===== config.mk =====
export PLATFORM = sky130hd
export DESIGN_NAME = state_init
export DESIGN_NICKNAME = d
export VERILOG_FILES = /design/src/hdl/blake_pkg.sv /design/src/hdl/core_pkg.sv /design/src/hdl/state_init.sv
export SDC_FILE = /design/constraint.sdc
export NUM_CORES = 1
export LEC_CHECK = 0
export BUFFER_PORTS_ARGS = -buffer_cell sky130_fd_sc_hd__buf_4
export CELL_PAD_IN_SITES_DETAIL_PLACEMENT = 0
export CELL_PAD_IN_SITES_GLOBAL_PLACEMENT = 1
export CORE_AREA = 2 2 325 327
export DETAILED_ROUTE_END_ITERATION = 16
export DIE_AREA = 0 0 327 329
export GPL_TIMING_DRIVEN = 0
export PLACE_DENSITY = 0.4
export SYNTH_ARGS = -nofsm -noshare
export SYNTH_HDL_FRONTEND = slang
export SYNTH_SLANG_ARGS = --single-unit
export TNS_END_PERCENT = 5

===== constraint.sdc =====
create_clock -name clk -period 0.8 [get_ports clk]
set_input_delay 0.08 -clock clk [delete_from_list [all_inputs] [get_ports clk]]
set_output_delay 0.08 -clock clk [all_outputs]
set_load 0.005 [all_outputs]

===== src/hdl/blake_pkg.sv =====
/* BLAKE-256 word and state types, round constants, message permutations,
   fixed padding of the 80-byte block and the G rotation amounts */
package blake_pkg;

   typedef logic [31:0]  word_t;
   // v0 in the low word, v15 in the high word
   typedef logic [511:0] state_t;

   localparam int NUM_ROUNDS = 8;

   localparam word_t CONST_U [16] = '{
      32'h243F6A88, 32'h85A308D3, 32'h13198A2E, 32'h03707344,
      32'hA4093822, 32'h299F31D0, 32'h082EFA98, 32'hEC4E6C89,
      32'h452821E6, 32'h38D01377, 32'hBE5466CF, 32'h34E90C6C,
      32'hC0AC29B7, 32'hC97C50DD, 32'h3F84D5B5, 32'hB5470917
   };

   localparam logic [3:0] SIGMA [10][16] = '{
      '{ 0,  1,  2,  3,  4,  5,  6,  7,  8,  9, 10, 11, 12, 13, 14, 15},
      '{14, 10,  4,  8,  9, 15, 13,  6,  1, 12,  0,  2, 11,  7,  5,  3},
      '{11,  8, 12,  0,  5,  2, 15, 13, 10, 14,  3,  6,  7,  1,  9,  4},
      '{ 7,  9,  3,  1, 13, 12, 11, 14,  2,  6,  5, 10,  4,  0, 15,  8},
      '{ 9,  0,  5,  7,  2,  4, 10, 15, 14,  1, 11, 12,  6,  8,  3, 13},
      '{ 2, 12,  6, 10,  0, 11,  8,  3,  4, 13,  7,  5, 15, 14,  1,  9},
      '{12,  5,  1, 15, 14, 13,  4, 10,  0,  7,  6,  3,  9,  2,  8, 11},
      '{13, 11,  7, 14, 12,  1,  3,  9,  5,  0, 15,  4,  8,  6,  2, 10},
      '{ 6, 15, 14,  9, 11,  3,  0,  8, 12,  2, 13,  7,  1,  4, 10,  5},
      '{10,  2,  8,  4,  7,  6,  1,  5, 15, 11,  9, 14,  3, 12, 13,  0}
   };

   // bit counter of the final block, 640 bits
   localparam word_t T_COUNT = 32'h00000280;

   // padding words of an 80-byte message, all others zero
   localparam word_t PAD_WORD_4  = 32'h80000000;
   localparam word_t PAD_WORD_13 = 32'h00000001;
   localparam word_t PAD_WORD_15 = 32'h00000280;

   localparam int unsigned ROT_A = 16;
   localparam int unsigned ROT_B = 12;
   localparam int unsigned ROT_C = 8;
   localparam int unsigned ROT_D = 7;

endpackage


===== src/hdl/core_pkg.sv =====
/* miner pipeline types and latencies: nonce, midstate, header length */
package core_pkg;

   typedef logic [31:0] nonce_t;
   typedef logic [8*$bits(blake_pkg::word_t)-1:0] midstate_t;

   // midstate plus message words 0 to 2
   localparam int HEADER_BITS = 352;

   localparam int G_LATENCY     = 2;
   localparam int ROUND_LATENCY = 2 * G_LATENCY;

   // state init, all rounds, digest check
   localparam int CORE_LATENCY = 1 + blake_pkg::NUM_ROUNDS * ROUND_LATENCY + 1;

endpackage


===== src/hdl/state_init.sv =====
/* nonce capture and initial BLAKE-256 working state */
`timescale 1ns/1ns

module state_init (
   input  logic                 clk,
   input  logic                 rst_n_i,
   input  core_pkg::nonce_t     nonce_i,
   input  logic                 nonce_valid_i,
   input  core_pkg::midstate_t  midstate_i,
   output blake_pkg::state_t    state_o,
   output core_pkg::nonce_t     nonce_o,
   output logic                 valid_o
);

   core_pkg::nonce_t nonce_q;
   logic             valid_q;

   always_ff @(posedge clk) begin
      if (!rst_n_i) begin
         valid_q <= 1'b0;
      end else begin
         valid_q <= nonce_valid_i;
      end
   end

   always_ff @(posedge clk) begin
      nonce_q <= nonce_i;
   end

   // v0..v7 are the chaining value
   assign state_o[255:0] = midstate_i;

   // v8..v15 from the constants, counter folded into v12 and v13
   assign state_o[8*32 +: 32]  = blake_pkg::CONST_U[0];
   assign state_o[9*32 +: 32]  = blake_pkg::CONST_U[1];
   assign state_o[10*32 +: 32] = blake_pkg::CONST_U[2];
   assign state_o[11*32 +: 32] = blake_pkg::CONST_U[3];
   assign state_o[12*32 +: 32] = blake_pkg::CONST_U[4] ^ blake_pkg::T_COUNT;
   assign state_o[13*32 +: 32] = blake_pkg::CONST_U[5] ^ blake_pkg::T_COUNT;
   assign state_o[14*32 +: 32] = blake_pkg::CONST_U[6];
   assign state_o[15*32 +: 32] = blake_pkg::CONST_U[7];

   assign nonce_o = nonce_q;
   assign valid_o = valid_q;

endmodule


==> qor.csv <==
metric,value,unit
largest area contributor in the netlist,buf_4,
endpoint class of the critical path,primary output,
critical path depth,1,
crit path kind,reg -> out,
final hold viol count,0,
vias in the first global route,3811,
Post-synth top cells,"512 x buf_4, 33 x dfxtp_1, 2 x conb_1",
Post-Synthesis Cells,548,
VDD IR max,2.08,mV
status,"complete, but fails checks",
first-pass detailed-route iteration total,4,
GRT Residual Overflow,0,
Setup TNS,-0.0333,ns
io pins,836,
CTS tree,built,
Lkg Pwr,5.39,nW
num rows,119,
"Period Utilization, post-route",103,%
Fmax,1220,MHz
DIE HEIGHT,329,um
Setup crit end,valid_o,
min Tclk post-route,0.820,ns
cell area power density,815,nW/um2
Worst-path clk slew,0.05,ns
type of origin of the critical path,register,
share of layout cells above drive strength 1,73.0,%
met3 Use GR,1.78,%
Die ar.,108000,um2
Final GP Congestion,0.817,
Post-Route WL,27.3,mm
final setup violation count,4,
cts bufs inserted,5,
Hold/Removal Path Class,in -> reg,
Layout Area Growth over Synthesis,126,%
top post-synthesis cells by area,"buf_4 85%, dfxtp_1 15%, conb_1 0.17%, and2_1 0.14%",
total global-route track usage,4.37,%
most common cell in the netlist,buf_4,
async set-reset flop share out of synthesis,0,%
clock buffer depth,2,
Avg Inst Size Synth,8.24,um2
initial antenna violation count,10,
crit path from,valid_o$_SDFF_PN0_,
RSZ-0062 raised after global routing,yes,
violated checks,negative setup slack,
max incr delay on CP,0.34,ns
"Critical Path, Cell by Cell",buf_6,
met2 global-route usage,9.03,%
Post-DP HPWL,26.1,mm
final antenna-violating net count,0,
H-tree depth,2,
yosys warns,0,
first-pass GRT wire length,31.6,mm
Synth cell types,4,
post-synthesis sequential area ratio,14.6,%
largest net degree at the start of global routing,12,
CP top delay family,flip-flops,
DRT iter0 DRCs,64,
maxcap violations,0,
design area,10200,um2
Final nets,1455,
Post-CTS Setup Repair Bufs,0,
DIE WIDTH,327,um
WL per Instance,10.7,um
"FF+latch count, synth",33,
Post-DP Area,9640,um2
total power,8.31,mW
met1 usage,3.92,%
Port Buffers,323,
number of synthesized flops with an enable pin,0,
CTS root buf,clkbuf_16,
maximum fanout along the worst path,1,
Final WS setup,-0.0201,ns
vias per inst,1.68,
Starting Density,4.33,%
routed vias,4296,
Synth top area share,85.1,%
Critical Path RT,0.72,ns
Synth Flop Type,dfxtp_1,
Worst path slowest cell,dfxtp_2,
"Cell Area, Synth",4520,um2
Core Area,104000,um2
"Buf+Inv Stages, Crit Path",1,
data arrival time at the worst-slack endpoint,0.74,ns
max-slew violation count,0,
TritonCTS sink count,33,
gr busiest metal,met2,
final routed DRC violation total,0,
layout make-up:
cell class              instances  area [um2]
fillers                     12164       94200
plain buffers                 512        3840
repair buffers                355        2790
well taps                    1391        1740
multi-input cells             257         967
flip-flops and latches         33         671
clock buffers                   5         125
clock inverters                 3        65.1
diodes                          1        2.50
cells in the final DEF, fill, tap and decap left out:
master,count
dfxtp_2,8
bufinv_16,2
dlygate4sd3_1,32
clkbuf_16,5
buf_6,11
conb_1,256
and2_1,1
dfxtp_1,25
diode_2,1
clkinv_2,1
buf_4,824
power by group:
part           internal, mW  switching (mW)
sequential             1.74          0.0370
clock                  1.78           0.682
combinational          2.67            1.40
metrics by stage:
stage	setup slack (ns)	utilization, %	hold WS (ns)	instances
finish	-0.0201	9.77	0.0508	2557
global route	-0.0620	9.77	0.0685	2556
CTS	-0.0699	9.76	0.0565	2556
detailed placement	0.192	9.23	0.186	2516
global placement	0.198	9.23	0.185	2516
floorplan	0.422	-	0.108	802
worst min-delay path by stage:
stage / start / endpoint / slack, ns / depth (start not counted)
final: rst_n_i / valid_o$_SDFF_PN0_ / 0.05 / 2
after global routing: rst_n_i / valid_o$_SDFF_PN0_ / 0.07 / 2
after CTS: rst_n_i / valid_o$_SDFF_PN0_ / 0.06 / 2
after detailed placement: nonce_i[23] / nonce_o[23]$_DFF_P_ / 0.19 / 1
after global placement: nonce_i[18] / nonce_o[18]$_DFF_P_ / 0.18 / 1
after floorplan: nonce_i[0] / nonce_o[0]$_DFF_P_ / 0.11 / 0
routing by layer:
layer	part of all wire, %	up-vias
met5	0.38	-
met4	1.4	16
met3	12	28
met2	57	430
met1	29	1716
li1	-	2106
kinds of logic (layout without fill, tap and decap cells):
logic type	Yosys count	after routing	share of synthesized area, %
buffers and inverters	512	875	85.1
DFF	33	33	14.6
other	2	257	0.166
and+or+nand+nor	1	1	0.139
repair_timing:
action	CTS	global route
hold buffers	32	0
resized for setup	15	4
setup endpoints to repair	9	23
pin swaps	0	0
hold endpoints to repair	32	0
sequential cells by signal (all words and copies together) (netlist names):
register,count
valid_o,1
nonce_o,32
(Power assumes the default switching activity.)
