File: src/hdl/blake_pkg.sv
/* BLAKE-256 word and state types, round constants, message permutations,
   fixed padding of the 80-byte block and the G rotation amounts */
package blake_pkg;

   typedef logic [31:0]  word_t;
   // v0 in the low word, v15 in the high word
   typedef logic [511:0] state_t;

   localparam int NUM_ROUNDS = 8;

   localparam word_t CONST_U [16] = '{
      32'h243F6A88, 32'h85A308D3, 32'h13198A2E, 32'h03707344,
      32'hA4093822, 32'h299F31D0, 32'h082EFA98, 32'hEC4E6C89,
      32'h452821E6, 32'h38D01377, 32'hBE5466CF, 32'h34E90C6C,
      32'hC0AC29B7, 32'hC97C50DD, 32'h3F84D5B5, 32'hB5470917
   };

   localparam logic [3:0] SIGMA [10][16] = '{
      '{ 0,  1,  2,  3,  4,  5,  6,  7,  8,  9, 10, 11, 12, 13, 14, 15},
      '{14, 10,  4,  8,  9, 15, 13,  6,  1, 12,  0,  2, 11,  7,  5,  3},
      '{11,  8, 12,  0,  5,  2, 15, 13, 10, 14,  3,  6,  7,  1,  9,  4},
      '{ 7,  9,  3,  1, 13, 12, 11, 14,  2,  6,  5, 10,  4,  0, 15,  8},
      '{ 9,  0,  5,  7,  2,  4, 10, 15, 14,  1, 11, 12,  6,  8,  3, 13},
      '{ 2, 12,  6, 10,  0, 11,  8,  3,  4, 13,  7,  5, 15, 14,  1,  9},
      '{12,  5,  1, 15, 14, 13,  4, 10,  0,  7,  6,  3,  9,  2,  8, 11},
      '{13, 11,  7, 14, 12,  1,  3,  9,  5,  0, 15,  4,  8,  6,  2, 10},
      '{ 6, 15, 14,  9, 11,  3,  0,  8, 12,  2, 13,  7,  1,  4, 10,  5},
      '{10,  2,  8,  4,  7,  6,  1,  5, 15, 11,  9, 14,  3, 12, 13,  0}
   };

   // bit counter of the final block, 640 bits
   localparam word_t T_COUNT = 32'h00000280;

   // padding words of an 80-byte message, all others zero
   localparam word_t PAD_WORD_4  = 32'h80000000;
   localparam word_t PAD_WORD_13 = 32'h00000001;
   localparam word_t PAD_WORD_15 = 32'h00000280;

   localparam int unsigned ROT_A = 16;
   localparam int unsigned ROT_B = 12;
   localparam int unsigned ROT_C = 8;
   localparam int unsigned ROT_D = 7;

endpackage

File: src/hdl/core_pkg.sv
/* miner pipeline types and latencies: nonce, midstate, header length */
package core_pkg;

   typedef logic [31:0] nonce_t;
   typedef logic [8*$bits(blake_pkg::word_t)-1:0] midstate_t;

   // midstate plus message words 0 to 2
   localparam int HEADER_BITS = 352;

   localparam int G_LATENCY     = 2;
   localparam int ROUND_LATENCY = 2 * G_LATENCY;

   // state init, all rounds, digest check
   localparam int CORE_LATENCY = 1 + blake_pkg::NUM_ROUNDS * ROUND_LATENCY + 1;

endpackage

File: src/hdl/header_loader.sv
/* serial header shift register, parallel midstate and message words 0 to 2 */
`timescale 1ns/1ns

module header_loader (
   input  logic                 clk,
   input  logic                 shift_i,
   input  logic                 din_i,
   output core_pkg::midstate_t  midstate_o,
   output blake_pkg::word_t     msg0_o,
   output blake_pkg::word_t     msg1_o,
   output blake_pkg::word_t     msg2_o
);

   logic [core_pkg::HEADER_BITS-1:0] image;

   // msb first, midstate word 7 enters before everything else
   always_ff @(posedge clk) begin
      if (shift_i) begin
         image <= {image[core_pkg::HEADER_BITS-2:0], din_i};
      end
   end

   assign midstate_o = image[core_pkg::HEADER_BITS-1 -: $bits(core_pkg::midstate_t)];

   // message words sit below the midstate, word 0 shifted in last
   assign msg2_o = image[64 +: 32];
   assign msg1_o = image[32 +: 32];
   assign msg0_o = image[0 +: 32];

endmodule

File: config.mk
export PLATFORM = sky130hd
export DESIGN_NAME = header_loader
export DESIGN_NICKNAME = d
export VERILOG_FILES = /design/src/hdl/blake_pkg.sv /design/src/hdl/core_pkg.sv /design/src/hdl/header_loader.sv
export SDC_FILE = /design/constraint.sdc
export NUM_CORES = 1
export LEC_CHECK = 0
export ABC_CLOCK_PERIOD_IN_PS = 1200
export BUFFER_PORTS_ARGS = -buffer_cell sky130_fd_sc_hd__buf_2
export CELL_PAD_IN_SITES_DETAIL_PLACEMENT = 1
export CELL_PAD_IN_SITES_GLOBAL_PLACEMENT = 1
export CORE_UTILIZATION = 45
export DETAILED_ROUTE_END_ITERATION = 16
export PLACE_DENSITY_LB_ADDON = 0.08
export SLEW_MARGIN = 30
export SYNTH_ARGS = -nofsm -noshare
export SYNTH_HDL_FRONTEND = slang
export SYNTH_SLANG_ARGS = --single-unit
File: constraint.sdc
create_clock -name clk -period 1.2 [get_ports clk]
set_input_delay 0.06 -clock clk [delete_from_list [all_inputs] [get_ports clk]]
set_output_delay 0.06 -clock clk [all_outputs]
set_load 0.05 [all_outputs]
==> flow_summary_export.csv, run 1 <==
group,metric,value,unit
global_route,antenna_found_initial,0,
outcome,violations,"setup timing",
detailed_routing,ant_nets,0,
worst_setup_path,r2r_end,"image[107]$_DFFE_PP_",
detailed_routing,vias_per_cell,4.77,
placement,pre_cts_ws,228,ps
worst_setup_path,worstPathRequired,1140,ps
global_route,grt_pass1_wl,37.1,mm
floorplan,initial_core_util,46.3,%
floorplan,dieWidth,155,um
clock_network,clock_latency,500,ps
global_route,overflow,0,
global_route,use_met3,8.19,%
worst_setup_path,crit_arrival,1180,ps
worst_setup_path,start_kind,"register",
worst_setup_path,endpoint,"msg0_o[13]",
worst_setup_path,crit_buf_inv,1,
detailed_routing,drtPass1Iterations,4,
worst_setup_path,path_cells,"buf_6",
final_layout,nets,857,
synth,ys_seq_area_share,100,%
synth,synth-adder-area-share,0,%
final_layout,multi_input_area,0,um^2
synth,synth_top_area_share,100,%
final_layout,antenna-diode-count,0,
worst_setup_path,critPathTopFamily,"flip-flops",
synth,synth_xor_area_share,0,%
placement,dp_cells,1037,
sta,skew,16.5,ps
final_layout,largest-register,"image",
detailed_routing,num_vias,5666,
synth,syn_inst,352,
synth,synthMuxAreaShare,0,%
detailed_routing,drt_first_iter_violations,249,
outcome,run_status,"complete, but fails checks",
final_layout,comb.multi_input.count,0,
synth,syn_nets,355,
global_route,use_met1,25.4,%
clock_network,htree_levels,2,
sta,tightest_slew,405,ps
final_layout,drive_gt1_share,57.8,%
floorplan,coreArea,22800,um^2
global_route,top_usage_layer,"met2",
worst_setup_path,worst_setup_path_end_kind,"output port",
final_layout,seq_area,10600,um^2
placement,dp_hpwl,16.7,mm
sta,drv_slew,0,
power_and_ir_drop,power,0.0295,W
clock_network,cts_tree,"yes",
worst_setup_path,cpMaxStageDelayCell,"edfxtp_1",
worst_setup_path,crit_start,"image[13]$_DFFE_PP_",
sta,rsz0062_at_grt,"true",
global_route,grt_max_degree,56,
detailed_routing,drt_wl_total,29.3,mm
clock_network,clk_pin_slew,60,ps
floorplan,pin_count,355,
final_layout,post-route-util,71.8,%
power_and_ir_drop,p_per_area,1800,nW/um^2
floorplan,die_area,24100,um^2
worst_setup_path,regToRegStartpoint,"image[106]$_DFFE_PP_",
final_layout,largest_reg_flops,352,
global_route,grt_pass1_vias,5736,
worst_setup_path,cp.depth,1,
global_route,gr-usage-all-layers,21.2,%
sta,finalSetupViolCount,8,
synth,netlist_area,10600,um^2
power_and_ir_drop,vdd_drop_max,1340,uV
clock_network,root_buffer,"clkbuf_16",
sta,fin_ws,-36.5,ps
sta,hold_viol,0,
worst_setup_path,slowest_delay,470,ps
final_layout,nFillCells,1815,
synth,yosys.area_share.simple,0,%
final_layout,final_cell_mix,"352 x edfxtp_1, 220 x buf_6, 211 x buf_4",
worst_setup_path,r2r_cells,2,
synth,yosysWarnings,0,
worst_setup_path,worst-r2r-setup-slack,230,ps
final_layout,area_growth,55.2,%
sta,min_period,1240,ps
global_route,met2_usage,35.3,%
synth,synthDistinctLibCells,1,
sta,timing.final.crit_share,103,%
sta,fmax,0.809,GHz
floorplan,placementRows,55,
sta,holdWs,29.3,ps
floorplan,die_h,155,um
detailed_routing,post-route-drc-count,0,
placement,gp_congestion,0.790,
worst_setup_path,criticalPathCategory,"register to output port",
final_layout,final_cells,1187,
clock_network,clock_sinks,352,
final_layout,layout_commonest_cell,"edfxtp_1",
synth,synth_area_leader_cell,"edfxtp_1",
detailed_routing,post_drt_wl_per_cell,24.7,um
clock_network,cts_made_buffers,37,
worst_setup_path,path_max_fanout,2,
synth,syn_area_per_cell,30.0,um^2
synth,ys_seq_elements,352,
synth,synth.area.top_cells,"edfxtp_1 100%",
placement,io_buffers,354,
power_and_ir_drop,leakagePower,6.49,nW
clock_network,cts_buffer_depth,3,
final_layout,reg_top3,"image: 352 flops",
hold_path,hold_class,"input port to register",
synth,synth_compound_area_share,0,%
run,maxCapViolCount,0,
sta,slew_headroom,73.0,%
[cells in the mapped netlist]
cell type / number
edfxtp_1: 352
[metrics by stage]
step           instance area, um^2  TNS (ps)
6_report                     16400      -113
5_1_grt                      16400     -2060
4_1_cts                      15300      -173
3_5_place_dp                 13000         0
3_3_place_gp                 13000         0
2_1_floorplan                10600         0
[area by class of cell]
cell class,count,share of cell area (%)
flip-flops and latches,352,64.4
repair buffers,463,26.7
clock buffers,41,5.74
well taps,313,2.39
clock inverters,18,0.763
[worst min-delay path by stage]
stage | start | endpoint | slack [ps] | cells past startpoint
after floorplan | din_i | image[0]$_DFFE_PP_ | 160 | 0
after global placement | din_i | image[0]$_DFFE_PP_ | 240 | 1
after detailed placement | din_i | image[0]$_DFFE_PP_ | 240 | 1
after CTS | shift_i | image[173]$_DFFE_PP_ | 10 | 2
after global routing | shift_i | image[143]$_DFFE_PP_ | 30 | 2
final | shift_i | image[49]$_DFFE_PP_ | 30 | 2
[power breakdown]
part	internal [W]	switching (W)	total [W]
Clock	0.00601	0.00447	0.0105
Sequential	0.0143	0.000496	0.0148
Combinational	0.00125	0.00289	0.00415
Total	0.0216	0.00786	0.0295
[cell families (layout without fill, tap and decap cells)]
| family | Yosys count | after routing |
|---|---|---|
| buf+inv | 0 | 522 |
| flops | 352 | 352 |
[what timing repair did]
action / CTS / global route
buffers inserted: 43 / 47
gates cloned: 0 / 0
hold buffers: 1 / 0
endpoints found under the hold margin: 1 / 0
endpoints found under the setup margin: 241 / 264
gates resized for setup: 318 / 326
[metal layers]
layer	wire length, um	vias to the layer above
li1	-	2447
met1	10600	2906
met2	15300	269
met3	2700	44
met4	670	0
met5	0	-
(Power assumes the default switching activity.)
==> inputs of run 2 (changes only) <==
--- a/config.mk
+++ b/config.mk
@@ -9,9 +9,11 @@
 export BUFFER_PORTS_ARGS = -buffer_cell sky130_fd_sc_hd__buf_2
 export CELL_PAD_IN_SITES_DETAIL_PLACEMENT = 1
 export CELL_PAD_IN_SITES_GLOBAL_PLACEMENT = 1
+export CORE_MARGIN = 2
 export CORE_UTILIZATION = 45
 export DETAILED_ROUTE_END_ITERATION = 16
 export PLACE_DENSITY_LB_ADDON = 0.08
+export REMOVE_ABC_BUFFERS = 1
 export SLEW_MARGIN = 30
 export SYNTH_ARGS = -nofsm -noshare
 export SYNTH_HDL_FRONTEND = slang
==> run 2 against run 1 <==
Sequential cell count unchanged. Total power up 1.0%. Register-to-register slack worse by 50 ps. Die area up 2.6%. Highest routed layer unchanged. The flow still finishes with violations (setup timing). Global-route usage down 0.41 points. Critical endpoint is now midstate_o[101]. Sequential share of layout area down 2.0 points. Via count up 4.5%. Non-clock buffer count up 23. Worst hold slack better by 280 ps. Clock power about the same. Largest cell class unchanged. Clock skew down 3.5 ps. Critical path depth unchanged.
==> flow_summary_export.csv, run 2 (same netlist as run 1, synthesis figures left out) <==
group,metric,value,unit
final_layout,final_cells,1221,
final_layout,antenna-diode-count,0,
final_layout,post-route-util,72.8,%
worst_setup_path,path_cells,"buf_6",
global_route,grt_pass1_wl,37.6,mm
floorplan,pin_count,355,
sta,tightest_slew,433,ps
worst_setup_path,cpMaxStageDelayCell,"edfxtp_1",
detailed_routing,ant_nets,0,
sta,tns,-643,ps
worst_setup_path,worstPathRequired,1140,ps
global_route,overflow,0,
final_layout,reg_top3,"image: 352 flops",
final_layout,comb.multi_input.count,0,
global_route,grt_pass1_vias,5723,
global_route,antenna_found_initial,1,
worst_setup_path,critPathTopFamily,"flip-flops",
floorplan,initial_core_util,45.4,%
worst_setup_path,crit_buf_inv,1,
sta,fmax,0.784,GHz
placement,gp_congestion,0.769,
detailed_routing,post_drt_wl_per_cell,25.6,um
hold_path,hold_class,"input port to register",
clock_network,cts_buffer_depth,3,
floorplan,coreArea,23300,um^2
final_layout,largest-register,"image",
placement,pre_cts_ws,210,ps
worst_setup_path,regToRegStartpoint,"image[192]$_DFFE_PP_",
detailed_routing,drt_first_iter_violations,462,
sta,rsz0062_at_grt,"true",
placement,dp_cells,1051,
clock_network,clk_pin_slew,60,ps
final_layout,final_cell_mix,"352 x edfxtp_1, 306 x buf_6, 168 x buf_4",
detailed_routing,vias_per_cell,4.85,
clock_network,root_buffer,"clkbuf_16",
detailed_routing,num_vias,5922,
power_and_ir_drop,p_per_area,1760,nW/um^2
final_layout,drive_gt1_share,58.8,%
hold_path,holdCritStartpoint,"din_i",
power_and_ir_drop,leakagePower,6.72,nW
sta,finalSetupViolCount,36,
worst_setup_path,r2r_end,"image[193]$_DFFE_PP_",
run,maxCapViolCount,0,
final_layout,area_growth,60.2,%
final_layout,largest_reg_flops,352,
worst_setup_path,crit_arrival,1210,ps
floorplan,die_area,24700,um^2
sta,slew_headroom,71.1,%
worst_setup_path,worst-r2r-setup-slack,180,ps
placement,io_buffers,354,
worst_setup_path,r2r_cells,2,
clock_network,cts_tree,"yes",
worst_setup_path,slowest_delay,490,ps
clock_network,htree_levels,2,
outcome,violations,"setup timing",
floorplan,dieWidth,157,um
detailed_routing,drtPass1Iterations,4,
placement,place_area,13000,um^2
hold_path,whs_path_depth,2,
sta,min_period,1270,ps
sta,skew,13.0,ps
sta,hold_viol,0,
final_layout,nFillCells,1840,
sta,timing.final.crit_share,106,%
final_layout,final_cell_area,16900,um^2
worst_setup_path,start_kind,"register",
global_route,grt_max_degree,79,
clock_network,clock_sinks,352,
floorplan,die_h,157,um
sta,drv_slew,0,
sta,fin_ws,-75.0,ps
power_and_ir_drop,vdd_drop_max,1340,uV
clock_network,cts_made_buffers,37,
global_route,gr-usage-all-layers,20.8,%
worst_setup_path,worst_setup_path_end_kind,"output port",
placement,dp_hpwl,17.0,mm
worst_setup_path,criticalPathCategory,"register to output port",
hold_path,min_to,"image[0]$_DFFE_PP_",
final_layout,multi_input_area,0,um^2
floorplan,placementRows,56,
clock_network,clock_latency,520,ps
outcome,run_status,"complete, but fails checks",
final_layout,layout_commonest_cell,"edfxtp_1",
worst_setup_path,path_max_fanout,2,
detailed_routing,post-route-drc-count,0,
detailed_routing,drt_wl_total,31.3,mm
final_layout,nets,880,
-- run 2: changes by cell type in the layout (fill, tap and decap cells not counted), sizes merged --
cell / change
dlygate4sd3: +1
buf: +23
clkinv: +1
bufinv: -2
clkbuf: +4
inv: +1
-- run 2: area by class of cell --
cell class,instances,area [um^2],share of cell area [%]
Sequential cell,352,10600,62.4
Clock inverter,18,80.1,0.473
Tap cell,319,399,2.36
Clock buffer,46,1000,5.92
Timing Repair Buffer,486,4880,28.8
-- run 2: worst max-delay path by stage --
stage / startpoint / end / slack [ps] / cells past startpoint
3_3_place_gp: shift_i / image[24]$_DFFE_PP_ / 260 / 2
6_report: image[197]$_DFFE_PP_ / midstate_o[101] / -70 / 1
3_5_place_dp: shift_i / image[151]$_DFFE_PP_ / 210 / 2
2_1_floorplan: image[99]$_DFFE_PP_ / image[100]$_DFFE_PP_ / 270 / 0
5_1_grt: image[197]$_DFFE_PP_ / midstate_o[101] / -110 / 1
4_1_cts: image[197]$_DFFE_PP_ / midstate_o[101] / -90 / 1
-- run 2: per-stage QoR --
step                total power [W]  hold slack, ps
detailed placement           0.0182             276
CTS                          0.0292             283
floorplan                    0.0171             159
global route                 0.0306             296
finish                       0.0298             314
global placement             0.0182             269
-- run 2: power breakdown --
part,leakage [nW],switching (W),internal (W)
logic,2.74,0.00293,0.00139
clock network,0.534,0.00466,0.00591
registers,3.45,0.000535,0.0143
-- run 2: repair_timing --
item                       CTS  global route
gates resized for setup    451           243
setup endpoints to repair  312           283
hold buffers                 2             0
hold endpoints to repair    29             0
setup buffers               32            72
-- run 2: metal layers --
layer	GRT usage (%)	vias up	wire, um
li1	-	2501	-
met1	25.4	3072	11300
met2	34.2	306	16100
met3	8.37	43	3240
met4	6.28	0	604
met5	0	-	0
==> inputs of run 3 (changes only) <==
--- a/config.mk
+++ b/config.mk
@@ -10,7 +10,8 @@
 export CELL_PAD_IN_SITES_DETAIL_PLACEMENT = 1
 export CELL_PAD_IN_SITES_GLOBAL_PLACEMENT = 1
 export CORE_MARGIN = 2
-export CORE_UTILIZATION = 45
+export CORE_UTILIZATION = 48
+export CTS_BUF_LIST = sky130_fd_sc_hd__clkbuf_8
 export DETAILED_ROUTE_END_ITERATION = 16
 export PLACE_DENSITY_LB_ADDON = 0.08
 export REMOVE_ABC_BUFFERS = 1
==> run 3 against run 2 <==
Synthesized cell count did not move. The run now fails in clock tree synthesis (4_1_cts). Synthesized area did not move.
==> flow_summary_export.csv, run 3 <==
group,metric,value,unit
outcome,run_status,"stopped before the end",
outcome,lastStage,"clock tree synthesis (4_1_cts)",
outcome,error,"[ERROR DPL-0033] detailed placement checks failed during check placement.",
clock_network,cts-resized-gates,704,
placement,place_area,12900,um^2
floorplan,placementRows,54,
placement,gp_congestion,0.801,
synth,syn_inst,352,
synth,yosysWarnings,0,
synth,synth_top_area_share,100,%
synth,synth_edf_count,352,
synth,ys_seq_elements,352,
floorplan,die_h,152,um
clock_network,cts_setup_buffers,172,
synth,ys_seq_area_share,100,%
clock_network,cts_made_buffers,53,
placement,dp_cells,1000,
synth,synthArstFlopShare,0,%
placement,dp_hpwl,17.6,mm
clock_network,cts_buffer_depth,3,
synth,synth_most_common_cell,"edfxtp_1",
clock_network,htree_levels,2,
clock_network,hold_buffers,2,
floorplan,pin_count,355,
synth,netlist_area,10600,um^2
synth,synth_ff_type,"edfxtp_1",
synth,syn_area_per_cell,30.0,um^2
synth,synth.area.top_cells,"edfxtp_1 100%",
clock_network,root_buffer,"clkbuf_8",
placement,io_buffers,354,
floorplan,dieWidth,152,um
synth,synth_area_leader_cell,"edfxtp_1",
synth,synth_commonest_cells,"352 x edfxtp_1",
floorplan,initial_core_util,48.7,%
clock_network,clock_sinks,352,
synth,synthDistinctLibCells,1,
[run 3: cell counts after synthesis]
Identical to the previous run, type by type.
[run 3: cells by family after synthesis]
family,Yosys count,synth area share (%)
DFF,352,100
[run 3: metrics by stage]
step	utilization [%]	setup slack, ps
after floorplan	-	271
after detailed placement	59.5	185
after global placement	59.5	192
==> inputs of run 4 (changes only) <==
--- a/config.mk
+++ b/config.mk
@@ -7,13 +7,10 @@
 export LEC_CHECK = 0
 export ABC_CLOCK_PERIOD_IN_PS = 1200
 export BUFFER_PORTS_ARGS = -buffer_cell sky130_fd_sc_hd__buf_2
-export CELL_PAD_IN_SITES_DETAIL_PLACEMENT = 1
-export CELL_PAD_IN_SITES_GLOBAL_PLACEMENT = 1
 export CORE_MARGIN = 2
-export CORE_UTILIZATION = 48
-export CTS_BUF_LIST = sky130_fd_sc_hd__clkbuf_8
+export CORE_UTILIZATION = 40
 export DETAILED_ROUTE_END_ITERATION = 16
-export PLACE_DENSITY_LB_ADDON = 0.08
+export PLACE_DENSITY_LB_ADDON = 0.15
 export REMOVE_ABC_BUFFERS = 1
 export SLEW_MARGIN = 30
 export SYNTH_ARGS = -nofsm -noshare
==> run 4 against run 3 <==
The flow now finishes, with violations (setup timing).
==> flow_summary_export.csv, run 4 (same netlist as run 1, synthesis figures left out) <==
group,metric,value,unit
outcome,run_status,"complete, but fails checks",
outcome,violations,"setup timing",
clock_network,clock_latency,500,ps
final_layout,area_growth,58.5,%
final_layout,nFillCells,1707,
floorplan,die_area,27700,um^2
global_route,overflow,0,
final_layout,comb.multi_input.count,0,
worst_setup_path,path_max_fanout,2,
hold_path,whs_path_depth,2,
worst_setup_path,worst-r2r-setup-slack,230,ps
clock_network,clk_pin_slew,60,ps
final_layout,reg_top3,"image: 352 flops",
power_and_ir_drop,p_clk_share,34.9,%
final_layout,nets,864,
placement,dp_hpwl,15.8,mm
hold_path,holdCritStartpoint,"din_i",
floorplan,pin_count,355,
floorplan,placementRows,59,
sta,finalSetupViolCount,9,
worst_setup_path,crit_arrival,1180,ps
power_and_ir_drop,pwr-share-seq,50.8,%
power_and_ir_drop,comb_power_share,14.3,%
worst_setup_path,critPathTopFamily,"flip-flops",
placement,gp_congestion,0.812,
power_and_ir_drop,leakagePower,6.62,nW
placement,io_buffers,354,
global_route,antenna_found_initial,0,
sta,min_period,1240,ps
sta,timing.final.crit_share,103,%
sta,hold_viol,0,
detailed_routing,post-route-drc-count,0,
worst_setup_path,start_kind,"register",
worst_setup_path,criticalPathCategory,"register to output port",
sta,tightest_slew,351,ps
clock_network,cts_tree,"yes",
global_route,gr-usage-all-layers,16.3,%
final_layout,antenna-diode-count,0,
worst_setup_path,r2r_end,"image[4]$_DFFE_PP_",
final_layout,final_cell_mix,"352 x edfxtp_1, 278 x buf_6, 169 x buf_4",
final_layout,largest_reg_flops,352,
worst_setup_path,cp.depth,1,
global_route,grt_pass1_vias,5574,
detailed_routing,num_vias,5675,
sta,rsz0062_at_grt,"true",
floorplan,die_h,167,um
detailed_routing,post_drt_wl_per_cell,20.9,um
power_and_ir_drop,swShare,26.4,%
detailed_routing,drt_first_iter_violations,468,
power_and_ir_drop,intPower,0.0215,W
detailed_routing,drt_wl_total,25.4,mm
clock_network,clock_sinks,352,
hold_path,hold_class,"input port to register",
sta,fin_ws,-38.9,ps
worst_setup_path,regToRegStartpoint,"image[3]$_DFFE_PP_",
sta,fmax,0.807,GHz
power_and_ir_drop,power_switching,0.00771,W
final_layout,layout_commonest_cell,"edfxtp_1",
clock_network,root_buffer,"clkbuf_16",
worst_setup_path,cpMaxStageDelayCell,"edfxtp_1",
power_and_ir_drop,p_per_area,1740,nW/um^2
floorplan,dieWidth,167,um
clock_network,cts_buffer_depth,3,
final_layout,largest-register,"image",
worst_setup_path,r2r_cells,2,
global_route,grt_max_degree,41,
clock_network,htree_levels,2,
floorplan,coreArea,26000,um^2
detailed_routing,drtPass1Iterations,4,
detailed_routing,ant_nets,0,
global_route,grt_pass1_wl,34.7,mm
clock_network,cts_made_buffers,36,
sta,tns,-123,ps
worst_setup_path,worst_setup_path_end_kind,"output port",
power_and_ir_drop,vdd_drop_max,1830,uV
hold_path,min_to,"image[0]$_DFFE_PP_",
worst_setup_path,worstPathRequired,1140,ps
worst_setup_path,crit_buf_inv,1,
detailed_routing,vias_per_cell,4.66,
worst_setup_path,path_cells,"buf_6",
final_layout,multi_input_area,0,um^2
sta,drv_slew,0,
final_layout,drive_gt1_share,58.1,%
run,maxCapViolCount,0,
final_layout,post-route-util,64.5,%
sta,slew_headroom,76.6,%
worst_setup_path,slowest_delay,480,ps
floorplan,initial_core_util,40.7,%
sta,skew,13.1,ps
sta,holdWs,270,ps
## run 4: stage by stage
stage | total power [W] | instances | setup slack (ps) | instance area (um^2)
final | 0.0292 | 1218 | -38.9 | 16700
after global routing | 0.0302 | 1218 | -78.6 | 16700
after CTS | 0.0290 | 1164 | -57.5 | 15500
after detailed placement | 0.0182 | 1063 | 249 | 13100
after global placement | 0.0182 | 1063 | 270 | 13100
after floorplan | 0.0171 | 352 | 271 | 10600
## run 4: layout make-up
class	count	area (um^2)	area share (%)
Clock buffer	43	948	5.66
Tap cell	335	419	2.50
Sequential cell	352	10600	63.1
Clock inverter	17	101	0.605
Timing Repair Buffer	471	4710	28.1
## run 4: repair_timing
item,CTS,global route
resized for setup,381,323
endpoints found under the hold margin,11,0
endpoints found under the setup margin,262,300
buffers inserted,39,54
hold buffers,2,0
## run 4: how the worst max path moves through the flow
stage | start | end | slack, ps
after floorplan | image[99]$_DFFE_PP_ | image[100]$_DFFE_PP_ | 270
after global placement | shift_i | image[347]$_DFFE_PP_ | 270
final | image[88]$_DFFE_PP_ | msg2_o[24] | -40
after global routing | image[88]$_DFFE_PP_ | msg2_o[24] | -80
after CTS | image[88]$_DFFE_PP_ | msg2_o[24] | -60
after detailed placement | shift_i | image[347]$_DFFE_PP_ | 250
## run 4: routing by layer
layer	vias up	routed length (um)	GRT usage, %
met4	0	531	4.42
met3	41	2790	7.49
met2	330	11900	25.4
li1	2466	-	-
met5	-	0	0
met1	2838	10300	20.9
## run 4: power groups by stage
stage	combinational (W)	sequential (W)	clock (W)
after global placement	0.00328	0.0149	0
after floorplan	0	0.0171	0
after detailed placement	0.00328	0.0149	0
after global routing	0.00428	0.0149	0.0110
final	0.00418	0.0148	0.0102
after CTS	0.00379	0.0148	0.0104
