<file path="src/hdl/blake_pkg.sv">
/* BLAKE-256 word and state types, round constants, message permutations,
   fixed padding of the 80-byte block and the G rotation amounts */
package blake_pkg;

   typedef logic [31:0]  word_t;
   // v0 in the low word, v15 in the high word
   typedef logic [511:0] state_t;

   localparam int NUM_ROUNDS = 8;

   localparam word_t CONST_U [16] = '{
      32'h243F6A88, 32'h85A308D3, 32'h13198A2E, 32'h03707344,
      32'hA4093822, 32'h299F31D0, 32'h082EFA98, 32'hEC4E6C89,
      32'h452821E6, 32'h38D01377, 32'hBE5466CF, 32'h34E90C6C,
      32'hC0AC29B7, 32'hC97C50DD, 32'h3F84D5B5, 32'hB5470917
   };

   localparam logic [3:0] SIGMA [10][16] = '{
      '{ 0,  1,  2,  3,  4,  5,  6,  7,  8,  9, 10, 11, 12, 13, 14, 15},
      '{14, 10,  4,  8,  9, 15, 13,  6,  1, 12,  0,  2, 11,  7,  5,  3},
      '{11,  8, 12,  0,  5,  2, 15, 13, 10, 14,  3,  6,  7,  1,  9,  4},
      '{ 7,  9,  3,  1, 13, 12, 11, 14,  2,  6,  5, 10,  4,  0, 15,  8},
      '{ 9,  0,  5,  7,  2,  4, 10, 15, 14,  1, 11, 12,  6,  8,  3, 13},
      '{ 2, 12,  6, 10,  0, 11,  8,  3,  4, 13,  7,  5, 15, 14,  1,  9},
      '{12,  5,  1, 15, 14, 13,  4, 10,  0,  7,  6,  3,  9,  2,  8, 11},
      '{13, 11,  7, 14, 12,  1,  3,  9,  5,  0, 15,  4,  8,  6,  2, 10},
      '{ 6, 15, 14,  9, 11,  3,  0,  8, 12,  2, 13,  7,  1,  4, 10,  5},
      '{10,  2,  8,  4,  7,  6,  1,  5, 15, 11,  9, 14,  3, 12, 13,  0}
   };

   // bit counter of the final block, 640 bits
   localparam word_t T_COUNT = 32'h00000280;

   // padding words of an 80-byte message, all others zero
   localparam word_t PAD_WORD_4  = 32'h80000000;
   localparam word_t PAD_WORD_13 = 32'h00000001;
   localparam word_t PAD_WORD_15 = 32'h00000280;

   localparam int unsigned ROT_A = 16;
   localparam int unsigned ROT_B = 12;
   localparam int unsigned ROT_C = 8;
   localparam int unsigned ROT_D = 7;

endpackage

</file>
<file path="src/hdl/core_pkg.sv">
/* miner pipeline types and latencies: nonce, midstate, header length */
package core_pkg;

   typedef logic [31:0] nonce_t;
   typedef logic [8*$bits(blake_pkg::word_t)-1:0] midstate_t;

   // midstate plus message words 0 to 2
   localparam int HEADER_BITS = 352;

   localparam int G_LATENCY     = 2;
   localparam int ROUND_LATENCY = 2 * G_LATENCY;

   // state init, all rounds, digest check
   localparam int CORE_LATENCY = 1 + blake_pkg::NUM_ROUNDS * ROUND_LATENCY + 1;

endpackage

</file>
<file path="src/hdl/digest_check.sv">
/* digest word 7 finalization and target compare */
`timescale 1ns/1ns

module digest_check (
   input  logic               clk,
   input  logic               rst_n_i,
   input  blake_pkg::state_t  state_i,
   input  core_pkg::nonce_t   nonce_i,
   input  logic               valid_i,
   input  blake_pkg::word_t   h7_i,
   input  blake_pkg::word_t   target_i,
   output logic               result_valid_o,
   output logic               match_o,
   output blake_pkg::word_t   hash_o,
   output core_pkg::nonce_t   nonce_o
);

   blake_pkg::word_t digest7;
   logic             below;

   // h7' = h7 ^ v7 ^ v15, salt is zero
   assign digest7 = h7_i ^ state_i[7*32 +: 32] ^ state_i[15*32 +: 32];
   assign below   = (digest7 <= target_i);

   always_ff @(posedge clk) begin
      if (!rst_n_i) begin
         result_valid_o <= 1'b0;
         match_o        <= 1'b0;
      end else begin
         result_valid_o <= valid_i;
         match_o        <= valid_i & below;
      end
   end

   always_ff @(posedge clk) begin
      hash_o  <= digest7;
      nonce_o <= nonce_i;
   end

endmodule

</file>
<file path="config.mk">
export PLATFORM = sky130hd
export DESIGN_NAME = digest_check
export DESIGN_NICKNAME = d
export VERILOG_FILES = /design/src/hdl/blake_pkg.sv /design/src/hdl/core_pkg.sv /design/src/hdl/digest_check.sv
export SDC_FILE = /design/constraint.sdc
export NUM_CORES = 1
export LEC_CHECK = 0
export ABC_AREA = 1
export BUFFER_PORTS_ARGS = -buffer_cell sky130_fd_sc_hd__buf_4
export CAP_MARGIN = 20
export CORE_AREA = 2 2 261 263
export DETAILED_ROUTE_END_ITERATION = 8
export DIE_AREA = 0 0 263 265
export PLACE_DENSITY = 0.33
export SYNTH_ARGS = -nofsm -noshare
export SYNTH_HDL_FRONTEND = slang
export SYNTH_SLANG_ARGS = --single-unit
export TNS_END_PERCENT = 1
</file>
<file path="constraint.sdc">
create_clock -name clk -period 5.4 [get_ports clk]
set_clock_uncertainty 0.1 [all_clocks]
set_input_delay 1.08 -clock clk [delete_from_list [all_inputs] [get_ports clk]]
set_output_delay 1.08 -clock clk [all_outputs]
set_load 0.03 [all_outputs]
</file>
==> metrics.csv, run 1 <==
stage;metric;value;unit
routing;final WL;15.64;mm
worst_hold_path;min-delay worst type;in2reg;
pwr;clock network fraction of total power;40.0;%
place;number of I/O port buffers;228;
clocking;CTS Buffer Depth;2;
final_layout;fin util;9.000;%
floorplan;row count;95;
final_layout;footprint of the multi-input gates;0.001287;mm²
clocking;clk sinks;66;
setup_path;crit-path leading delay family;simple AND/OR/NAND/NOR gates;
worst_hold_path;Worst Hold Depth;1;
floorplan;Die W;263;µm
routing;Pre-antenna DRT Iters;4;
floorplan;Core Region;0.06680;mm²
setup_path;worst path cell trace;buf_4 -> xnor2_1 -> xor2_1 -> inv_1 -> ha_1 -> nand2_1 -> nor2_1 -> nand2_1 -> nand2_1 -> nand2_1 -> nand2_1 -> nand2_1 -> nand2_1 -> a21oi_2;
floorplan;Die Span Y;265;µm
setup_path;critical path depth;14;
global_routing;pin count of the biggest net entering global routing;14;
floorplan;full die area;0.06970;mm²
timing;final setup TNS;0;ns
timing;unrepaired setup endpoints after global routing;false;
synthesis;Yosys top cell by area;dfxtp_1;
setup_path;worst-path fanout max;2;
global_routing;initial antenna violation count;11;
setup_path;Crit. End Element;flip-flop;
setup_path;most used cell, CP;nand2_1;
outcome;status;finished, final reports clean;
timing;Least-Margin Pin Slew;0.4620;ns
clocking;hold_buf cts;0;
clocking;clk slew on worst S/H paths;0.08;ns
synthesis;Synth area leaders;dfxtp_1 (46%), ha_1 (14%), xnor2_1 (10%);
setup_path;Slowest-stage cell, CP;nor2_1;
setup_path;CP Buf/Inv Count;2;
setup_path;Worst path max stage delay;0.36;ns
synthesis;post-synth design cell area;0.002875;mm²
pwr;sw frac;33.91;%
place;DP HPWL;13.90;mm
final_layout;fin area;0.006012;mm²
floorplan;I/O pins;677;
final_layout;layout cell share with drive strength beyond 1;45.54;%
pwr;total power;0.001765;W
final_layout;fillcell total;7830;
run;max-cap violations;0;
global_routing;M1 GR Usage;5.667;%
synthesis;Synth cell types;16;
routing;drt first-iter violations;34;
place;DP Area;0.005679;mm²
global_routing;first-pass GRT wire length;20.87;mm
pwr;Net Switching;0.0005985;W
timing;Max Slew Vio Count;0;
final_layout;Seq. cell area;0.001321;mm²
floorplan;Starting Density;4.304;%
timing;fin crit share;49.27;%
pwr;leak pwr;2.785;nW
clocking;clock root cell;clkbuf_16;
setup_path;crit path launch type;input port;
timing;minimum clock period;2.660;ns
synthesis;#FFs+latches synth;66;
routing;ANT nets after route;0;
clocking;CTS tree;built;
timing;final-report hold violation count;0;
final_layout;Area growth syn-to-layout;109.1;%
global_routing;Total GRT Usage;4.637;%
synthesis;Post-Syn Nets;948;
pwr;Power Density;293.5;mW/mm²
routing;DRC Markers;0;
clocking;Clock H-tree levels;3;
synthesis;Syn Area/Cell;9.427;µm²
pwr;Seq pwr share;31.3;%
global_routing;busiest metal layer after global routing;met2;
synthesis;top cell type's share of synthesized area;45.95;%
place;Final GP Congestion;0.6434;
timing;Setup-failing EPs final;0;
global_routing;met3 Resource Use GR;2.917;%
global_routing;vias in the first global route;2757;
setup_path;WP data required;5.58;ns
pwr;Combinational Power Share;28.7;%
synthesis;Post-Synthesis Cells;305;
timing;Peak Freq;375.9;MHz
final_layout;Final nets;1187;
pwr;maximum vdd drop;107.1;µV
synthesis;Seq/Total Area, Yosys;45.95;%
routing;via count;2686;
clocking;Post-CTS Setup Bufs;0;
global_routing;gr ovfl total;0;
clocking;CTS Buf Count;9;
clocking;quantity of gates resized following cts;0;
synthesis;Syn. warnings;0;
pwr;Internal Power;0.001166;W
timing;Slew HR;69.08;%
setup_path;Setup CP Type;in2reg;
routing;Via density;1.886;
global_routing;met2 track demand over resource;6.185;%
setup_path;crit path DAT;2.84;ns
routing;WL per Instance;10.98;µm
==> placed cells by master (no fill, tap or decap) <==
cell type / synthesis / routed
nand3_1: 1 / 1
nor2_2: 3 / 3
nand2_1: 37 / 37
nand4_1: 2 / 2
clkinv_2: 0 / 1
a21oi_1: 13 / 13
nor2_1: 8 / 8
o21ai_0: 2 / 2
xnor2_1: 33 / 33
dfxtp_1: 66 / 66
inv_1: 71 / 71
diode_2: 0 / 2
clkinv_4: 0 / 3
bufinv_16: 0 / 2
xor2_1: 31 / 31
a21oi_2: 2 / 2
a21o_1: 1 / 1
clkbuf_16: 0 / 9
o21a_1: 2 / 2
inv_8: 0 / 1
nand2_2: 1 / 1
ha_1: 32 / 32
buf_4: 0 / 228
==> layout make-up <==
cell class / instances / area share [%]
repair buffers: 228 / 28.47
flip-flops and latches: 66 / 21.98
clock inverters: 7 / 1.707
inverters: 71 / 4.433
diodes: 2 / 0.08325
well taps: 873 / 18.17
clock buffers: 9 / 3.746
multi-input cells: 168 / 21.42
==> sequential cells by signal (all words and copies together), names as in the netlist <==
| name | count |
|---|---|
| hash_o | 32 |
| match_o | 1 |
| nonce_o | 32 |
| result_valid_o | 1 |
==> cell usage after synthesis (all sizes together) <==
library cell,number
a21o,1
a21oi,15
dfxtp,66
ha,32
inv,71
nand2,38
nand3,1
nand4,2
nor2,11
o21a,2
o21ai,2
xnor2,33
xor2,31
==> cell families after synthesis <==
family / synth area share (%)
AO/OA/AOI/OAI: 4.003
XOR/XNOR: 19.50
flip-flops: 45.95
AND/OR/NAND/NOR: 7.354
buffers and inverters: 9.269
adder cells (fa/ha/maj): 13.93
==> path summary, 6_finish.rpt <==
| check | start | end | slack, ns |
|---|---|---|---|
| hold / removal | nonce_i[14] | nonce_o[14] | 0.69 |
| setup / recovery | state_i[485] | match_o | 2.74 |
==> through the flow <==
stage          hold slack [ns]  cells  setup WS, ns
2_1_floorplan            1.008    305         2.932
3_3_place_gp             1.085   1406         2.262
3_5_place_dp             1.085   1406         2.246
4_1_cts                 0.6491   1422         2.680
5_1_grt                 0.6497   1422         2.490
6_report                0.6939   1424         2.740
==> power by group through the flow <==
stage                     clock, W  sequential (W)  combinational (W)
after floorplan                  0        0.000669           0.000151
after global placement           0        0.000563           0.000525
after detailed placement         0        0.000565           0.000527
after CTS                 0.000760        0.000554           0.000529
after global routing      0.000778        0.000558           0.000566
final                     0.000706        0.000553           0.000506
==> layer usage <==
| layer | wire (µm) | up-vias |
|---|---|---|
| met3 | 1890 | 26 |
| met5 | 49 | - |
| met4 | 382 | 8 |
| met1 | 7175 | 1090 |
| met2 | 6142 | 166 |
| li1 | - | 1396 |
No activity file was read; power rests on OpenSTA's default activity.
==> run 2: changes to the inputs <==
--- a/config.mk
+++ b/config.mk
@@ -8,9 +8,9 @@
 export ABC_AREA = 1
 export BUFFER_PORTS_ARGS = -buffer_cell sky130_fd_sc_hd__buf_4
 export CAP_MARGIN = 20
-export CORE_AREA = 2 2 261 263
+export CORE_AREA = 2 2 262 264
 export DETAILED_ROUTE_END_ITERATION = 8
-export DIE_AREA = 0 0 263 265
+export DIE_AREA = 0 0 264 266
 export PLACE_DENSITY = 0.33
 export SYNTH_ARGS = -nofsm -noshare
 export SYNTH_HDL_FRONTEND = slang
==> constraint.sdc (replaced) <==
create_clock -name clk -period 2.3 [get_ports clk]
set_clock_uncertainty 0.1 [all_clocks]
set_input_delay 0.46 -clock clk [delete_from_list [all_inputs] [get_ports clk]]
set_output_delay 0.46 -clock clk [all_outputs]
set_load 0.03 [all_outputs]
==> run 2 against run 1 <==
Sequential power up 140%. Worst hold slack worse by 0.62 ns. Non-clock buffer count up 5. Power up 120%. Clock power up 98%. First-iteration DRC count up 74%. Wire length up 3.2%. Sequential share of layout area about the same. Critical endpoint unchanged. Highest routed layer unchanged.
==> metrics.csv, run 2 (synthesis gave the netlist of run 1 again) <==
stage;metric;value;unit;change
setup_path;Crit. End Element;flip-flop;;
setup_path;Worst path max stage delay;0.30;ns;-0.06 ns
final_layout;Area growth syn-to-layout;109.3;%;
pwr;sw frac;35.20;%;+1.3 points
place;pre-CTS setup slack;-0.2425;ns;-2.488 ns
floorplan;row count;96;;+1.1%
clocking;clk sinks;66;;unchanged
floorplan;Die Span Y;266;µm;+0.38%
clocking;CTS tree;built;;
routing;drt first-iter violations;59;;+74%
timing;fin crit share;84.32;%;
final_layout;most common cell after layout, fill and taps aside;buf_4;;
setup_path;Setup CP Type;in2reg;;
pwr;clock network fraction of total power;36.0;%;-4.0 points
clocking;Clock H-tree levels;3;;unchanged
final_layout;fin cells;1441;;+1.2%
timing;Least-Margin Pin Slew;0.3139;ns;-0.1481 ns
routing;DRC Markers;0;;unchanged
timing;Setup-failing EPs final;0;;unchanged
final_layout;Regs by FF count;hash_o (32), nonce_o (32);;
global_routing;gr ovfl total;0;;unchanged
setup_path;crit-path leading delay family;simple AND/OR/NAND/NOR gates;;
final_layout;most frequent cells in the layout;buf_4 (233), inv_1 (71), dfxtp_1 (66), nand2_1 (37);;
timing;Max Slew Vio Count;0;;unchanged
clocking;Post-CTS Setup Bufs;0;;unchanged
place;DP Area;0.005728;mm²;+0.86%
timing;Setup WS post-layout;0.3607;ns;-2.379 ns
floorplan;Core Region;0.06775;mm²;+1.4%
global_routing;Total GRT Usage;4.697;%;+0.060 points
routing;met2 WL;6.410;mm;+4.4%
clocking;CTS Buffer Depth;2;;unchanged
worst_hold_path;min-delay worst type;in2reg;;
routing;routed wl met3;2.657;mm;+41%
pwr;leak pwr;2.778;nW;-0.24%
run;max-cap violations;0;;unchanged
routing;Pre-antenna DRT Iters;4;;unchanged
setup_path;Slowest-stage cell, CP;ha_1;;
global_routing;pin count of the biggest net entering global routing;13;;-1
setup_path;crit path launch type;input port;;
timing;WHS;0.07085;ns;-0.6230 ns
routing;final WL;16.13;mm;+3.2%
final_layout;fin util;8.884;%;-0.12 points
pwr;Internal Power;0.002523;W;+120%
routing;ANT nets after route;0;;unchanged
routing;Top Metal Used;met5;;
final_layout;fin area;0.006018;mm²;+0.10%
setup_path;worst path cell trace;buf_4 -> xnor2_1 -> xor2_1 -> inv_1 -> ha_1 -> a21o_1 -> nor2_1 -> nand2_1 -> nand2_1 -> nand2_1 -> nand2_1 -> nand2_1 -> a21oi_2;;
final_layout;Final nets;1192;;+0.42%
global_routing;initial antenna violation count;18;;+7
clocking;clock root cell;clkbuf_16;;
timing;unrepaired setup endpoints after global routing;false;;
global_routing;vias in the first global route;2800;;+1.6%
timing;minimum clock period;1.939;ns;
timing;Slew HR;78.97;%;+9.9 points
floorplan;I/O pins;677;;unchanged
setup_path;crit path DAT;2.17;ns;-0.67 ns
routing;wl on met1;6.659;mm;-7.2%
routing;Via density;1.940;;+2.9%
routing;via count;2796;;+4.1%
setup_path;WP data required;2.53;ns;-3.05 ns
final_layout;fillcell total;7936;;+1.4%
place;DP HPWL;14.38;mm;+3.5%
pwr;Net Switching;0.001370;W;+130%
place;number of I/O port buffers;228;;unchanged
pwr;Power Density;646.9;mW/mm²;+120%
floorplan;Die W;264;µm;+0.38%
floorplan;Starting Density;4.244;%;-0.060 points
pwr;Seq pwr share;33.4;%;+2.1 points
setup_path;most used cell, CP;nand2_1;;
global_routing;first-pass GRT wire length;21.18;mm;+1.5%
pwr;Combinational Power Share;30.6;%;+1.9 points
place;Final GP Congestion;0.6275;;-2.5%
routing;WL per Instance;11.20;µm;+1.9%
setup_path;worst-path fanout max;2;;unchanged
clocking;clk slew on worst S/H paths;0.08;ns;about the same
timing;Peak Freq;515.7;MHz;
timing;final-report hold violation count;0;;unchanged
clocking;CTS Buf Count;9;;unchanged
floorplan;full die area;0.07022;mm²;+0.76%
place;Inst Count DP;1420;;+1.0%
pwr;maximum vdd drop;287.4;µV;+170%
setup_path;CP Buf/Inv Count;2;;unchanged
outcome;status;finished, final reports clean;;
final_layout;layout cell share with drive strength beyond 1;46.03;%;+0.49 points
## run 2: final cells by class
type                       instances  area [µm²]  area share (%)
clock buffer                      10       229.0           3.805
sequential                        66        1321           21.95
antenna                            5       12.51          0.2079
timing repair buffer             233        1749           29.06
tap                              882        1104           18.34
clock inverter                     6       41.29          0.6861
inverter                          71       266.5           4.428
multi-input combinational        168        1295           21.52
## run 2: final timing paths
| kind | start | slack, ns | cells after the start | endpoint |
|---|---|---|---|---|
| worst max-delay path | h7_i[7] | 0.36 | 13 | match_o |
| worst min-delay path | nonce_i[7] | 0.07 | 1 | nonce_o[7] |
## run 2: metrics by stage
stage,total power (W),TNS (ns)
2_1_floorplan,0.001925,0
3_3_place_gp,0.002566,-0.2751
3_5_place_dp,0.002568,-0.2425
4_1_cts,0.004086,0
5_1_grt,0.004212,0
6_report,0.003893,0
## run 2: routing by layer
| metal | up-vias | global-route usage [%] |
|---|---|---|
| li1 | 1406 | - |
| met1 | 1162 | 5.423 |
| met2 | 174 | 6.494 |
| met3 | 42 | 3.595 |
| met4 | 12 | 1.705 |
| met5 | - | 0 |
## run 2: power groups by stage
stage,clock (W),combinational (W),sequential [W]
3_5_place_dp,0,0.00124,0.00133
2_1_floorplan,0,0.000354,0.00157
4_1_cts,0.00154,0.00124,0.00130
6_report,0.00140,0.00119,0.00130
5_1_grt,0.00157,0.00133,0.00131
3_3_place_gp,0,0.00124,0.00133
## run 2: repair_timing
action,CTS,global route
setup endpoints to repair,0,1
gates resized for setup,0,1
hold buffers,0,0
==> run 3: changes to the inputs <==
--- a/config.mk
+++ b/config.mk
@@ -5,13 +5,13 @@
 export SDC_FILE = /design/constraint.sdc
 export NUM_CORES = 1
 export LEC_CHECK = 0
-export ABC_AREA = 1
+export ABC_AREA = 0
 export BUFFER_PORTS_ARGS = -buffer_cell sky130_fd_sc_hd__buf_4
 export CAP_MARGIN = 20
-export CORE_AREA = 2 2 262 264
+export CORE_AREA = 2 2 265 267
 export DETAILED_ROUTE_END_ITERATION = 8
-export DIE_AREA = 0 0 264 266
-export PLACE_DENSITY = 0.33
+export DIE_AREA = 0 0 267 269
+export PLACE_DENSITY = 0.32
 export SYNTH_ARGS = -nofsm -noshare
 export SYNTH_HDL_FRONTEND = slang
 export SYNTH_SLANG_ARGS = --single-unit
==> constraint.sdc (replaced) <==
create_clock -name clk -period 2 [get_ports clk]
set_clock_uncertainty 0.1 [all_clocks]
set_input_delay 0.4 -clock clk [delete_from_list [all_inputs] [get_ports clk]]
set_output_delay 0.4 -clock clk [all_outputs]
set_load 0.03 [all_outputs]
==> run 3 against run 2 <==
The flow now finishes with violations (setup timing). Final area is 12% higher. Combinational power is 34% higher. Flip-flop and latch count did not move. Synthesized cell count fell by 19%. Sequential power is 15% higher. Largest power group unchanged. Wire length is 0.22% higher. Via count down 1.9%. Final cell count rose by 3.7%. Non-clock buffer count up 53.
==> metrics.csv, run 3 <==
stage;metric;value;unit;change
setup_path;worst path cell trace;buf_8 -> xnor2_4 -> xnor2_2 -> ha_1 -> nand4_1 -> nor4_2 -> a21bo_1 -> a31oi_1 -> o22ai_1;;
routing;DRC Markers;0;;unchanged
final_layout;fin util;9.757;%;+0.87 points
place;number of I/O port buffers;228;;unchanged
synthesis;Post-Synthesis Cells;247;;-19%
synthesis;Post-synth top cells;dfxtp_1 (66), xnor2_1 (63), inv_1 (33);;
synthesis;post-synth design cell area;0.002709;mm²;-5.8%
pwr;maximum vdd drop;427.8;µV;+49%
place;DP HPWL;14.00;mm;-2.7%
clocking;clock root cell;clkbuf_16;;
final_layout;layout cell share with drive strength beyond 1;55.19;%;+9.2 points
timing;final-report hold violation count;0;;unchanged
final_layout;most common cell after layout, fill and taps aside;buf_4;;
floorplan;Core Region;0.06930;mm²;+2.3%
final_layout;Area growth syn-to-layout;149.6;%;
routing;final WL;16.17;mm;+0.22%
synthesis;count leader, synth;dfxtp_1;;
clocking;CTS tree;built;;
synthesis;Yosys top cell by area;dfxtp_1;;
global_routing;Total GRT Usage;4.466;%;-0.23 points
floorplan;full die area;0.07182;mm²;+2.3%
floorplan;Starting Density;3.909;%;-0.34 points
timing;Least-Margin Pin Slew;0.5649;ns;+0.2509 ns
setup_path;Setup CP Type;in2reg;;
setup_path;Crit. End Element;flip-flop;;
global_routing;first-pass GRT wire length;20.40;mm;-3.7%
floorplan;I/O pins;677;;unchanged
global_routing;initial antenna violation count;16;;-2
synthesis;Synth area leaders;dfxtp_1 (49%), xnor2_1 (20%), ha_1 (15%);;
synthesis;EDFF count, synth;0;;unchanged
setup_path;Worst path max stage delay;0.38;ns;+0.08 ns
timing;Peak Freq;485.8;MHz;
global_routing;vias in the first global route;2776;;-0.86%
routing;Pre-antenna DRT Iters;4;;unchanged
synthesis;#FFs+latches synth;66;;unchanged
final_layout;Regs by FF count;hash_o (32), nonce_o (32);;
synthesis;Post-Syn Nets;890;;-6.1%
timing;Setup WS post-layout;-0.05830;ns;-0.4190 ns
floorplan;Die Span Y;269;µm;+1.1%
worst_hold_path;min-delay worst type;in2reg;;
routing;WL per Instance;10.82;µm;-3.3%
final_layout;Final nets;1187;;-0.42%
pwr;Power Density;719.6;mW/mm²;+11%
timing;final setup TNS;-0.05830;ns;-0.05830 ns
clocking;Clock H-tree levels;3;;unchanged
clocking;CTS Buf Count;9;;unchanged
routing;via count;2742;;-1.9%
global_routing;pin count of the biggest net entering global routing;14;;+1
outcome;failing checks;setup timing;;
timing;WHS;0.03426;ns;-0.03659 ns
global_routing;gr ovfl total;0;;unchanged
synthesis;Syn. warnings;0;;unchanged
routing;Via density;1.835;;-5.4%
routing;drt first-iter violations;36;;-39%
setup_path;worst-path fanout max;2;;unchanged
synthesis;Synth async-reset ratio;0;%;unchanged
setup_path;Slowest-stage cell, CP;nor4_2;;
final_layout;fin cells;1494;;+3.7%
place;Final GP Congestion;0.6299;;+0.38%
routing;ANT nets after route;0;;unchanged
outcome;status;finished with violations;;
floorplan;Die W;267;µm;+1.1%
timing;Slew HR;62.07;%;-17 points
final_layout;most frequent cells in the layout;buf_4 (251), dfxtp_1 (66), xnor2_1 (41), inv_1 (33);;
clocking;clk sinks;66;;unchanged
synthesis;Seq/Total Area, Yosys;48.78;%;+2.8 points
pwr;leak pwr;2.874;nW;+3.5%
synthesis;main flop type after synthesis;dfxtp_1;;
timing;fin crit share;102.9;%;
clocking;clk slew on worst S/H paths;0.07;ns;about the same
setup_path;crit path launch type;input port;;
synthesis;Synth cell types;27;;+11
place;Inst Count DP;1438;;+1.3%
timing;unrepaired setup endpoints after global routing;true;;
timing;minimum clock period;2.058;ns;
setup_path;WP data required;2.16;ns;-0.37 ns
synthesis;top cell type's share of synthesized area;48.78;%;+2.8 points
pwr;total power;0.004866;W;+25%
floorplan;row count;97;;+1.0%
clocking;CTS Buffer Depth;2;;unchanged
setup_path;crit path DAT;2.22;ns;+0.05 ns
timing;Max Slew Vio Count;0;;unchanged
timing;Setup-failing EPs final;1;;+1
run;max-cap violations;0;;unchanged
synthesis;Syn Area/Cell;10.97;µm²;+16%
run 3: routing by layer:
metal  share of wire [%]  up-vias  track usage, %
met5                0.66        -               0
met4                 2.2       16           2.141
met3                  15       32           3.543
met2                  43      134           6.349
met1                  39     1154           4.757
li1                    -     1406               -
run 3: path summary, 6_finish.rpt:
path	start	end	depth (start not counted)
worst min-delay path	nonce_i[20]	nonce_o[20]	1
worst max-delay path	state_i[490]	match_o	9
run 3: kinds of logic (layout without fill, tap and decap cells):
| family | Yosys count | after routing | synth area share, % |
|---|---|---|---|
| DFF | 66 | 66 | 48.78 |
| xor gates and xnor gates | 64 | 64 | 20.69 |
| buffers and inverters | 33 | 335 | 4.573 |
| adders and majority gates | 32 | 32 | 14.78 |
| and+or+nand+nor | 28 | 28 | 5.636 |
| AOI/OAI and AO/OA | 24 | 24 | 5.543 |
| other | 0 | 5 | 0 |
run 3: cell type report:
class                      instances  area (µm²)
multi-input combinational        148        1575
antenna                            5       12.51
fill                            8091       62540
tap                              940        1176
clock inverter                     7       78.83
sequential                        66        1321
timing repair buffer             286        2248
clock buffer                       9       225.2
inverter                          33       123.9
run 3: critical path, delay by kind of cell:
| kind | cells | cell delay [ns] |
|---|---|---|
| buffers and inverters | 1 | 0.10 |
| and+or+nand+nor | 2 | 0.64 |
| xor gates and xnor gates | 2 | 0.28 |
| AOI/OAI and AO/OA | 3 | 0.49 |
| adders and majority gates | 1 | 0.30 |
run 3: metrics by stage:
step / instance area (µm²) / setup slack, ns
finish: 6761 / -0.05830
global route: 6751 / -0.1178
detailed placement: 5791 / -0.5806
CTS: 6571 / 0.004649
floorplan: 2730 / -0.02437
global placement: 5791 / -0.5454
run 3: where the power goes:
part / switching (W) / internal, W / total, W / leakage, nW
combinational: 0.000798 / 0.000803 / 0.00160 / 2.17
sequential: 0.0000367 / 0.00146 / 0.00149 / 0.557
clock: 0.000795 / 0.000977 / 0.00177 / 0.150
run 3: repair_timing:
item,4_1_cts,5_1_grt
endpoints found under the hold margin,29,1
pin swaps,16,18
resized for setup,20,21
hold buffers,29,1
endpoints found under the setup margin,1,1
setup buffers,4,3
